$ cat src/logic/trace_buf_pkg.sv
package trace_buf_pkg;

    //////////////////////////////
    // Buffer geometry
    //////////////////////////////

    localparam int unsigned TRACE_WORD_W      = 32;
    localparam int unsigned TRACE_DEPTH       = 64;
    localparam int unsigned TRACE_ENTRY_WORDS = 4;
    localparam int unsigned TRACE_PTR_W       = $clog2(TRACE_DEPTH);
    localparam int unsigned TRACE_WORD_SEL_W  = $clog2(TRACE_ENTRY_WORDS);
    // Entry index on top, word select in the low bits
    localparam int unsigned TRACE_WORD_PTR_W  = TRACE_PTR_W + TRACE_WORD_SEL_W;
    localparam int unsigned TRACE_BUF_WORDS   = TRACE_DEPTH * TRACE_ENTRY_WORDS;
    localparam int unsigned DMI_ADDR_W        = 7;
    localparam int unsigned ECAUSE_W          = 5;

    // Word slots inside one entry
    localparam int unsigned WORD_STATUS  = 0;
    localparam int unsigned WORD_INSN    = 1;
    localparam int unsigned WORD_ADDRESS = 2;
    localparam int unsigned WORD_TVAL    = 3;

    // Status word fields
    localparam int unsigned STATUS_EXC_BIT    = 0;
    localparam int unsigned STATUS_INT_BIT    = 1;
    localparam int unsigned STATUS_ECAUSE_LSB = 2;

    // DMI status register bits
    localparam int unsigned DMI_STATUS_WRAPPED_BIT  = 0;
    localparam int unsigned DMI_STATUS_HAS_DATA_BIT = 1;

    //////////////////////////////
    // DMI register map
    //////////////////////////////

    localparam logic [DMI_ADDR_W-1:0] DMI_TRACE_STATUS = 7'h70;
    localparam logic [DMI_ADDR_W-1:0] DMI_TRACE_CONFIG = 7'h71;
    localparam logic [DMI_ADDR_W-1:0] DMI_TRACE_DATA   = 7'h72;
    localparam logic [DMI_ADDR_W-1:0] DMI_TRACE_WR_PTR = 7'h73;
    localparam logic [DMI_ADDR_W-1:0] DMI_TRACE_RD_PTR = 7'h74;

    // One stored entry, word 0 in the low bits
    typedef logic [TRACE_ENTRY_WORDS-1:0][TRACE_WORD_W-1:0] trace_entry_t;

endpackage

$ cat src/logic/trace_capture.sv
`timescale 1ns/1ps

module trace_capture (
    input  logic                                   clk,
    input  logic                                   rst_i,

    // Retired instruction packet from the core
    input  logic [trace_buf_pkg::TRACE_WORD_W-1:0] trace_insn_i,
    input  logic [trace_buf_pkg::TRACE_WORD_W-1:0] trace_address_i,
    input  logic [trace_buf_pkg::TRACE_WORD_W-1:0] trace_tval_i,
    input  logic                                   trace_valid_i,
    input  logic                                   trace_exception_i,
    input  logic [trace_buf_pkg::ECAUSE_W-1:0]     trace_ecause_i,
    input  logic                                   trace_interrupt_i,

    // Packed entry towards the store
    output logic                                   entry_valid_o,
    output trace_buf_pkg::trace_entry_t            entry_o
);

    import trace_buf_pkg::*;

    trace_entry_t entry_d;

    //////////////////////////////
    // Packing
    //////////////////////////////

    always_comb begin
        entry_d = '0;
        // Status word, upper bits stay zero
        entry_d[WORD_STATUS][STATUS_EXC_BIT]                   = trace_exception_i;
        entry_d[WORD_STATUS][STATUS_INT_BIT]                   = trace_interrupt_i;
        entry_d[WORD_STATUS][STATUS_ECAUSE_LSB +: ECAUSE_W]    = trace_ecause_i;
        entry_d[WORD_INSN]                                     = trace_insn_i;
        entry_d[WORD_ADDRESS]                                  = trace_address_i;
        entry_d[WORD_TVAL]                                     = trace_tval_i;
    end

    //////////////////////////////
    // Capture registers
    //////////////////////////////

    // One-cycle strobe per captured packet
    always_ff @(posedge clk) begin
        if (rst_i) begin
            entry_valid_o <= 1'b0;
        end else begin
            entry_valid_o <= trace_valid_i;
        end
    end

    // Payload holds between strobes
    always_ff @(posedge clk) begin
        if (trace_valid_i) begin
            entry_o <= entry_d;
        end
    end

endmodule

$ cat config.mk
export PLATFORM = sky130hd
export DESIGN_NAME = trace_capture
export DESIGN_NICKNAME = d
export VERILOG_FILES = /design/src/logic/trace_buf_pkg.sv /design/src/logic/trace_capture.sv
export SDC_FILE = /design/constraint.sdc
export NUM_CORES = 1
export LEC_CHECK = 0
export BUFFER_PORTS_ARGS = -buffer_cell sky130_fd_sc_hd__buf_2
export CAP_MARGIN = 20
export CORE_MARGIN = 1.5
export CORE_UTILIZATION = 36
export DETAILED_ROUTE_END_ITERATION = 8
export PLACE_DENSITY = 0.87
export RECOVER_POWER = 25
export SYNTH_ARGS = -nofsm -noshare
export SYNTH_HDL_FRONTEND = slang
export SYNTH_SLANG_ARGS = --single-unit
$ cat constraint.sdc
create_clock -name clk -period 0.8 [get_ports clk]
set_clock_uncertainty 0.15 [all_clocks]
set_input_delay 0.2 -clock clk [delete_from_list [all_inputs] [get_ports clk]]
set_output_delay 0.2 -clock clk [all_outputs]
set_load 0.02 [all_outputs]
# Word-level counts from Yosys, hierarchy flattened
# Index checks and enable logic that the tools add are counted.
word_totals:
  regBits: 104
  elab_cells: 5
  in_bits: 106
  out_inout_bits: 129

# Depth between registers and ports, before layout
depth:
  word_depth: 0
  ltp_mapped: 1
  ltp_nobuf: 1

# Worst setup path before layout
# Ideal clock, no wire load.
synth_path:
  kind: "reg2out"
  from: "reg entry_o[0] (netlist name)"
  to: "out entry_o[0] (netlist name)"
  path_slack_ns: 0.001
  required_ns: 0.450
  path_buffers: 0
  stages_incl_launch_ff: 1
  arrival_time_ns: 0.449
  cell_sequence: "edfxtp_1"
synth_rtl:
  columns: ["element", "line", "source"]
  rows:
  - ["start: declaration", "trace_capture.sv:18", "output trace_buf_pkg::trace_entry_t entry_o"]
  - ["start signal: assignment", "trace_capture.sv:56", "entry_o <= entry_d;"]
# No word-level cell between the ends.

# Worst setup path after layout
layout_path:
  from: "reg entry_o[55] (netlist name)"
  to: "out entry_o[55] (netlist name)"
# No word-level cell between the ends.

==> flow_metrics.env <==
export IMPL_startpoint="entry_o[55]"
export IMPL_ys_ff_latch=104
export IMPL_synth_adder_area_share_pct=0
export IMPL_synth_xor_area_share_pct=0
export IMPL_chipWidth_um=99.0
export IMPL_core_area_sq_um=8810
export IMPL_ant_nets=0
export IMPL_drc_errors=15
export IMPL_total_power_mw=11.4
export IMPL_min_path_cells=1
export IMPL_die_height_um=99.0
export IMPL_wl_um=7520
export IMPL_io_pins=235
export IMPL_fmax_mhz=783
export IMPL_grt_remaining_overflow=0
export IMPL_tns_ps=-46220
export IMPL_grt_met3_usage_pct=9.36
export IMPL_syn_inst=131
export IMPL_synthSimpleGateAreaFrac_pct=0.415
export IMPL_critPathMaxFanout=1
export IMPL_cts_htree_levels=3
export IMPL_die_area_sq_um=9800
export IMPL_ff_latch_area_sq_um=3110
export IMPL_syn2layout_area_growth_pct=54.1
export IMPL_rsz0062_at_grt="true"
export IMPL_cts_buffer_depth=2
export IMPL_yosys_warnings=0
export IMPL_syn_avg_cell_area_sq_um=25.3
export IMPL_cp_required_ps=450
export IMPL_portBuffers=209
export IMPL_setup_ws_ps=-477
export IMPL_cts_setup_buffers=0
export IMPL_use_met2_pct=25.1
export IMPL_muxShareOfSynthArea_pct=0
export IMPL_outcome="finished, violations left"
export IMPL_cts_tree="done"
export IMPL_root_buffer="clkbuf_8"
export IMPL_nets=461
export IMPL_path_class="flip-flop to output pin"
export IMPL_clkTransAtPathRegs_ps=100
export IMPL_gr_max_usage_layer="met2"
export IMPL_setup_violations=105
export IMPL_period_minus_slack_ps=1280
export IMPL_fp_row_count=34
export IMPL_hold_start="trace_insn_i[13]"
export IMPL_cp_top_family="flip-flops"
export IMPL_drt_iter0_drc=69
export IMPL_multi_input_area_sq_um=108
export IMPL_final_common_cell="buf_2"
export IMPL_endpoint="entry_o[55]"
export IMPL_vias_per_cell=4.26
export IMPL_grt_max_degree=41
export IMPL_nFillCells=653
export IMPL_fin_crit_sh_pct=160
export IMPL_max_stage_delay_ps=420
export IMPL_path_cells="buf_6"
export IMPL_synth_distinct_cells=5
export IMPL_end_kind="output pin"
export IMPL_synthesis_area_sq_um=3320
export IMPL_cts_buffers=9
export IMPL_crit_slowest_cell="edfxtp_1"
export IMPL_worst_ep_arrival_time_ps=930
export IMPL_hold_viol_final=104
export IMPL_path_depth=1
export IMPL_diodes=0
export IMPL_dpl_hpwl_um=5690
export IMPL_power_density_nw_per_um2=2230
export IMPL_vias=1994
export IMPL_holdBufCountCts=1
export IMPL_dr_pass1_iters=6
export IMPL_hold_slack_ps=-142
export IMPL_p_leak_nw=2.20
export IMPL_grt_pass1_vias=2052
export IMPL_synth_compound_area_share_pct=0
export IMPL_ir_worst_vdd_mv=2.03
export IMPL_violations="DRC, hold timing, setup timing"
export IMPL_met1_usage_pct=12.7
export IMPL_ys_seq_area_share_pct=93.8
export IMPL_hold_class="input pin to flip-flop"
export IMPL_grt_pass1_wl_um=10100
export IMPL_place_congestion=0.753
export IMPL_avgRoutedWirePerCell_um=16.1
export IMPL_worst_path_buf_inv=1
export IMPL_synth_top_family_by_area="buffers and inverters"
export IMPL_startpoint_type="flip-flop"
export IMPL_clock_sinks=104
export IMPL_grt_use_total_pct=14.4
export IMPL_start_util_pct=37.7
export IMPL_final_cell_mix="buf_2, edfxtp_1, buf_6"
export IMPL_cap_violations=0
export IMPL_drive_above_1_share_pct=63.9
export IMPL_drv_slew=0
export IMPL_antenna_found_initial=2
metal layers:
metal	up-vias	part of all wire, %	wire length [um]
li1	899	-	-
met4	4	2.4	182
met3	20	15	1110
met1	921	29	2200
met5	-	0.36	27
met2	150	53	4000
registers in the layout, summed over array words and instances (netlist names):
register / flops
entry_o: 103
entry_valid_o: 1
cell families (layout without fill, tap and decap cells):
logic type | after synthesis | after routing
other | 1 | 25
buffers and inverters | 25 | 230
flip-flops | 104 | 104
AND/OR/NAND/NOR | 1 | 1
layout make-up:
cell class,count,share of cell area (%)
flip-flops and latches,104,60.9
repair buffers,214,30.8
multi-input cells,26,2.10
well taps,108,2.64
clock buffers,9,2.42
clock inverters,7,1.10
Yosys cell counts, drive strengths merged:
| cell type | instances | area share [%] |
|---|---|---|
| conb | 1 | 0.11 |
| buf | 25 | 5.7 |
| edfxtp | 103 | 93 |
| nor2b | 1 | 0.41 |
| dfxtp | 1 | 0.60 |
power by group:
part	total, mW	switching (mW)	internal [mW]
Sequential	6.64	0.175	6.47
Clock	2.93	1.76	1.16
Combinational	1.81	0.996	0.816
Total	11.4	2.93	8.44
worst min-delay path by stage:
stage / to
finish: entry_o[45]
floorplan: entry_valid_o
global route: entry_o[115]
CTS: entry_o[101]
detailed placement: entry_o[115]
global placement: entry_o[48]
stage by stage:
step	util (%)	area, sq um	setup slack, ps	cells
finish	58.1	5110	-477	468
global route	58.1	5110	-536	468
CTS	54.9	4840	-516	468
detailed placement	50.6	4460	-279	451
global placement	50.6	4460	-266	451
floorplan	-	3410	0.539	155
what timing repair did:
item / CTS / global route
gates resized for setup: 61 / 90
hold endpoints to repair: 105 / 104
setup endpoints to repair: 104 / 104
pin swaps: 0 / 0
No activity file was read; power rests on OpenSTA's default activity.
