File: src/logic/trace_buf_pkg.sv
package trace_buf_pkg;

    //////////////////////////////
    // Buffer geometry
    //////////////////////////////

    localparam int unsigned TRACE_WORD_W      = 32;
    localparam int unsigned TRACE_DEPTH       = 64;
    localparam int unsigned TRACE_ENTRY_WORDS = 4;
    localparam int unsigned TRACE_PTR_W       = $clog2(TRACE_DEPTH);
    localparam int unsigned TRACE_WORD_SEL_W  = $clog2(TRACE_ENTRY_WORDS);
    // Entry index on top, word select in the low bits
    localparam int unsigned TRACE_WORD_PTR_W  = TRACE_PTR_W + TRACE_WORD_SEL_W;
    localparam int unsigned TRACE_BUF_WORDS   = TRACE_DEPTH * TRACE_ENTRY_WORDS;
    localparam int unsigned DMI_ADDR_W        = 7;
    localparam int unsigned ECAUSE_W          = 5;

    // Word slots inside one entry
    localparam int unsigned WORD_STATUS  = 0;
    localparam int unsigned WORD_INSN    = 1;
    localparam int unsigned WORD_ADDRESS = 2;
    localparam int unsigned WORD_TVAL    = 3;

    // Status word fields
    localparam int unsigned STATUS_EXC_BIT    = 0;
    localparam int unsigned STATUS_INT_BIT    = 1;
    localparam int unsigned STATUS_ECAUSE_LSB = 2;

    // DMI status register bits
    localparam int unsigned DMI_STATUS_WRAPPED_BIT  = 0;
    localparam int unsigned DMI_STATUS_HAS_DATA_BIT = 1;

    //////////////////////////////
    // DMI register map
    //////////////////////////////

    localparam logic [DMI_ADDR_W-1:0] DMI_TRACE_STATUS = 7'h70;
    localparam logic [DMI_ADDR_W-1:0] DMI_TRACE_CONFIG = 7'h71;
    localparam logic [DMI_ADDR_W-1:0] DMI_TRACE_DATA   = 7'h72;
    localparam logic [DMI_ADDR_W-1:0] DMI_TRACE_WR_PTR = 7'h73;
    localparam logic [DMI_ADDR_W-1:0] DMI_TRACE_RD_PTR = 7'h74;

    // One stored entry, word 0 in the low bits
    typedef logic [TRACE_ENTRY_WORDS-1:0][TRACE_WORD_W-1:0] trace_entry_t;

endpackage

File: src/logic/trace_dmi_regs.sv
`timescale 1ns/1ps

module trace_dmi_regs (
    input  logic                                       clk,
    input  logic                                       rst_i,

    // DMI access
    input  logic                                       dmi_en_i,
    input  logic                                       dmi_wr_en_i,
    input  logic [trace_buf_pkg::DMI_ADDR_W-1:0]       dmi_addr_i,
    input  logic [trace_buf_pkg::TRACE_WORD_W-1:0]     dmi_wdata_i,
    output logic [trace_buf_pkg::TRACE_WORD_W-1:0]     dmi_rdata_o,

    // Debug unlock level
    input  logic                                       debug_en_i,

    // Store state and read port
    input  logic [trace_buf_pkg::TRACE_PTR_W-1:0]      wr_ptr_i,
    input  logic                                       wrapped_i,
    input  logic                                       has_data_i,
    input  logic [trace_buf_pkg::TRACE_WORD_W-1:0]     rd_word_i,
    output logic [trace_buf_pkg::TRACE_WORD_PTR_W-1:0] rd_ptr_o
);

    import trace_buf_pkg::*;

    logic                    rd_strobe;
    logic                    rd_ptr_wr;
    logic [TRACE_WORD_W-1:0] status_word;
    logic [TRACE_WORD_W-1:0] rdata_d;

    assign rd_strobe = dmi_en_i & ~dmi_wr_en_i;
    assign rd_ptr_wr = dmi_en_i & dmi_wr_en_i & (dmi_addr_i == DMI_TRACE_RD_PTR);

    //////////////////////////////
    // Read pointer register
    //////////////////////////////

    // Only RD_PTR is writable, other write addresses are dropped
    always_ff @(posedge clk) begin
        if (rst_i) begin
            rd_ptr_o <= '0;
        end else if (rd_ptr_wr) begin
            rd_ptr_o <= dmi_wdata_i[TRACE_WORD_PTR_W-1:0];
        end
    end

    //////////////////////////////
    // Read decode
    //////////////////////////////

    always_comb begin
        status_word                         = '0;
        status_word[DMI_STATUS_WRAPPED_BIT]  = wrapped_i;
        status_word[DMI_STATUS_HAS_DATA_BIT] = has_data_i;
    end

    always_comb begin
        unique case (dmi_addr_i)
            DMI_TRACE_STATUS: rdata_d = status_word;
            DMI_TRACE_CONFIG: rdata_d = TRACE_WORD_W'(TRACE_BUF_WORDS);
            // Trace contents hidden while debug is locked
            DMI_TRACE_DATA:   rdata_d = debug_en_i ? rd_word_i : '0;
            DMI_TRACE_WR_PTR: rdata_d = TRACE_WORD_W'(wr_ptr_i);
            DMI_TRACE_RD_PTR: rdata_d = TRACE_WORD_W'(rd_ptr_o);
            default:          rdata_d = '0;
        endcase
    end

    // Read data held until the next read strobe
    always_ff @(posedge clk) begin
        if (rst_i) begin
            dmi_rdata_o <= '0;
        end else if (rd_strobe) begin
            dmi_rdata_o <= rdata_d;
        end
    end

endmodule

File: config.mk
export PLATFORM = sky130hd
export DESIGN_NAME = trace_dmi_regs
export DESIGN_NICKNAME = d
export VERILOG_FILES = /design/src/logic/trace_buf_pkg.sv /design/src/logic/trace_dmi_regs.sv
export SDC_FILE = /design/constraint.sdc
export NUM_CORES = 1
export LEC_CHECK = 0
export BUFFER_PORTS_ARGS = -buffer_cell sky130_fd_sc_hd__buf_4
export CORE_AREA = 4 4 68 70
export CTS_BUF_LIST = sky130_fd_sc_hd__clkbuf_2
export DETAILED_ROUTE_END_ITERATION = 10
export DIE_AREA = 0 0 72 74
export PLACE_DENSITY = 0.8
export SYNTH_ARGS = -nofsm -noshare
export SYNTH_HDL_FRONTEND = slang
export SYNTH_SLANG_ARGS = --single-unit
File: constraint.sdc
create_clock -name clk -period 1.91 [get_ports clk]
set_input_delay 0 -clock clk [delete_from_list [all_inputs] [get_ports clk]]
set_output_delay 0 -clock clk [all_outputs]
set_load 0.1 [all_outputs]
=== Word level (Yosys, flattened, before mapping) ===
Cells that the tools add are included.

* Input port bits: 84
* Register bits: 40
* Output and inout bits: 40
* Word-level logic and storage cells: 13

* Eq/ne operators: 5
* Bitwise gates (word level): 4
* Mux-type cells: 2

{| class="wikitable"
|+ Operator list
! cell !! count
|-
| $pmux W32 S5 || 1
|-
| $eq A7 B7 Y1 const B || 5
|-
| $mux W32 || 1
|-
| $and A1 B1 Y1 || 3
|-
| $not A1 Y1 || 1
|}

=== Logic depth before layout (Yosys ltp) ===
* Depth after elaboration: 2
* Mapped depth: 6
* Mapped depth without buffers: 4

=== Worst setup path before layout ===
Ideal clock, no wire load.

* Path type: in2reg
* From: in dmi_addr_i[0] (netlist name)
* To: reg rd_ptr_o[0] (netlist name)
* Buffers on the path: 1
* Required time: 1,782 ps
* Slack: 456 ps
* Cell stages on the path: 5
* Data arrival time: 1,327 ps
* Setup time: 128 ps
* Cells stage by stage: buf_6 -> or4b_4 -> nor3_4 -> mux2i_1 -> nor2_1

* Cells in the longest elaborated chain, start to end: 2

{| class="wikitable"
|+ Ends and longest elaborated chain
! item !! RTL line !! RTL
|-
| start: declaration || trace_dmi_regs.sv:10 || <nowiki>input logic [trace_buf_pkg::DMI_ADDR_W-1:0] dmi_addr_i,</nowiki>
|-
| $eq A7 B7 Y1 || trace_dmi_regs.sv:33 || <nowiki>assign rd_ptr_wr = dmi_en_i & dmi_wr_en_i & (dmi_addr_i == DMI_TRACE_RD_PTR);</nowiki>
|-
| $and A1 B1 Y1 || trace_dmi_regs.sv:33 ||
|-
| end signal: assignment || trace_dmi_regs.sv:44 || <nowiki>rd_ptr_o <= dmi_wdata_i[TRACE_WORD_PTR_W-1:0];</nowiki>
|-
| end: declaration || trace_dmi_regs.sv:22 || <nowiki>output logic [trace_buf_pkg::TRACE_WORD_PTR_W-1:0] rd_ptr_o</nowiki>
|}

Every way passes these cells.
A chain may end at the register's enable or synchronous reset.

=== Worst setup path in the final report ===
* From: in rd_word_i[8] (netlist name)
* To: reg dmi_rdata_o[8] (netlist name)

* Cells in the longest elaborated chain, start to end: 2

{| class="wikitable"
|+ Ends and longest elaborated chain
! item !! RTL line !! RTL
|-
| start: declaration || trace_dmi_regs.sv:21 || <nowiki>input logic [trace_buf_pkg::TRACE_WORD_W-1:0] rd_word_i,</nowiki>
|-
| $mux W32 || trace_dmi_regs.sv:63 || <nowiki>DMI_TRACE_DATA: rdata_d = debug_en_i ? rd_word_i : '0;</nowiki>
|-
| $pmux W32 S5 || trace_dmi_regs.sv:59 || <nowiki>unique case (dmi_addr_i)</nowiki>
|-
| end signal: assignment || trace_dmi_regs.sv:75 || <nowiki>dmi_rdata_o <= rdata_d;</nowiki>
|-
| end: declaration || trace_dmi_regs.sv:12 || <nowiki>output logic [trace_buf_pkg::TRACE_WORD_W-1:0] dmi_rdata_o,</nowiki>
|}

Every way passes these cells.

==> results.md <==
* Status: finished clean
* Max Fclk at 0.540 GHz
* Netlist cell types at 31
* Most frequent cells in the layout: buf_4 (103), dlygate4sd3_1 (70), dfxtp_1 (40), nor2_1 (34), a22oi_1 (30)
* I/O Pins at 124
* Initial antenna violation count at 0
* FP Rows at 23
* Clk sinks at 40
* # DRC at 0
* Clock Pin Slew Worst Setup and Hold Paths at 0.20 ns
* DR vias/cell at 5.07
* Top-area cell type share of the netlist area at 0.501
* Mean Syn Cell Area at 9.80 sq um
* Routed Wire Length at 5.89 mm
* Commonest non-fill, non-tap cell in the layout: buf_4
* Slew Viols, Final at 0
* DR vias at 1,948
* Total Power at 0.00142 W
* Synth Cell Area at 1600 sq um
* CP Capture Type: register
* Die width at 72 microns
* PwrDens at 456 nW/um^2
* Worst setup path class: input port to register
* Register bit count reported by yosys at 40
* Wire length per cell at 15.3 microns
* Worst-skew pair later-pin latency at 0.38 ns
* Syn Inst Count at 163
* Static Leak at 1.44 nW
* Vias in the first global route at 1,976
* Slew margin rel. at 0.521
* Maxcap violations at 0
* Core ar. at 3970 sq um
* Setup TNS at 0 ns
* GRT Total Usage at 0.226
* Non-Filler Instances at 384
* Design area at 3120 sq um
* Synth area leaders: dfxtp_1 (50%), a22oi_1 (14%), nor2_1 (8.0%)
* ANT nets after route at 0
* Layout Area Growth over Synthesis at 95.4%
* DR top layer: met4
* Hpwl dp at 3.40 mm
* IO Port Bufs at 99
* Root buf cell: clkbuf_2
* Largest net degree at the start of global routing at 39
* Biggest area consumer among synthesized cells: dfxtp_1
* First-pass GRT wire length at 9.18 mm
* Placed Area at 2380 sq um
* Gr ovfl total at 0
* Placed insts at 306
* Hold/Removal Path Class: input port to register
* Period Utilization, post-route at 0.969
* Worst Tran Pin Value at 0.718 ns
* H-tree levels at 2
* Net Count, Synth at 247
* Met2 wire length at 3.14 mm
* Place WS at 0.341 ns
* Worst Setup Slack, final at 0.0593 ns
* Final hold vios at 0
* WP data arrival at 2.17 ns
* RSZ-0062 raised after global routing: no
* Starting Density at 0.402
* Drt pass-1 iters at 5
* CTS buffer count at 5
* CTS tree: done
* CTS Buffer Depth at 2
* Die ar. at 5330 sq um
* Layout cells sized above 1 at 0.345
* Final setup fails at 0
* Critical path peak fanout at 1
* Routed wl met3 at 412 microns
* Clk_skew at 0.00189 ns
* Crit path launch type: input port
* GP Congestion at 0.757
* Die height at 74 microns
* Syn. warnings at 0
* Nets at 417
* Post-CTS setup buffer count at 0
* Fin crit period at 1.85 ns
* Post-Route M1 WL at 2.21 mm
* Starting DRC count in detailed routing at 97
* Req. time, crit path at 2.23 ns
* Sequential area share after synthesis at 0.501
* Max VDD drop at 0.338 mV
-- state kept, by name, summed over array words and instances, names as in the netlist --
signal and cells:
dmi_rdata_o 32, rd_ptr_o 8
-- routing by layer --
metal | GRT usage | up-vias
met5 | 0 | -
met4 | 0.0793 | 0
met3 | 0.0689 | 12
met2 | 0.429 | 74
met1 | 0.235 | 914
li1 | - | 948
-- metrics by stage --
step / util / hold slack [ns]
after global placement: 0.600 / 0.233
after CTS: 0.783 / 0.0000514
after global routing: 0.785 / 0.0210
after detailed placement: 0.600 / 0.243
after floorplan: - / 0.147
final: 0.786 / 0.0356
-- final cells by class --
type,count,area (sq um)
Sequential cell,40,801
Clock inverter,2,12.5
Timing Repair Buffer,173,1470
Tap cell,50,62.6
Fill cell,263,850
Multi-Input combinational cell,111,737
Clock buffer,5,25.0
Antenna cell,1,2.50
Inverter,2,7.51
-- cell families (layout without fill, tap and decap cells) --
group	after synthesis	after routing	synth area share
buffers and inverters	12	182	0.0376
DFF	40	40	0.501
and+or+nand+nor	55	55	0.179
other	0	1	0
muxes	8	8	0.0501
AOI/OAI and AO/OA	48	48	0.232
-- cell usage after synthesis (all sizes together) --
library cell,number
nand2b,1
a22o,4
o21ai,2
o211ai,1
nor3,4
a21oi,3
a21o,1
and3b,1
nand4b,1
inv,2
nand2,4
nor2,34
o2bb2ai,4
a22oi,30
nand3,2
nor2b,1
clkbuf,7
nor3b,1
nor4,1
nand3b,1
or4b,2
buf,3
a222oi,2
and3,1
or2,1
dfxtp,40
a2111oi,1
mux2i,8
-- critical path: stages --
cell	delay, ns
dlygate4sd3_1	0.55
buf_4	0.13
nand4b_1	0.08
dlygate4sd3_1	0.55
o21ai_0	0.07
a22oi_1	0.17
nor2_1	0.06
dlygate4sd3_1	0.57
-- worst paths after layout --
path                                     from                     endpoint  slack, ns  depth (start not counted)
setup / recovery                 rd_word_i[8]  dmi_rdata_o[8]$_SDFFE_PP0P_       0.06                          8
hold reg to reg   dmi_rdata_o[3]$_SDFFE_PP0P_  dmi_rdata_o[3]$_SDFFE_PP0P_       0.51                          1
setup reg to reg     rd_ptr_o[3]$_SDFFE_PP0P_  dmi_rdata_o[3]$_SDFFE_PP0P_       0.43                          4
hold / removal                  dmi_addr_i[1]  dmi_rdata_o[1]$_SDFFE_PP0P_       0.04                          4
-- report_power, final --
part	total [W]	switching, W	internal (W)	leakage (nW)
Combinational	0.000235	0.0000880	0.000147	1.09
Clock	0.000352	0.000271	0.0000807	0.0248
Sequential	0.000837	0.000000449	0.000837	0.322
-- timing repair --
| item | CTS | global route |
|---|---|---|
| endpoints found under the hold margin | 38 | 1 |
| resized for setup | 0 | 0 |
| hold buffers | 69 | 1 |
Power figures use the tool's default switching activity.
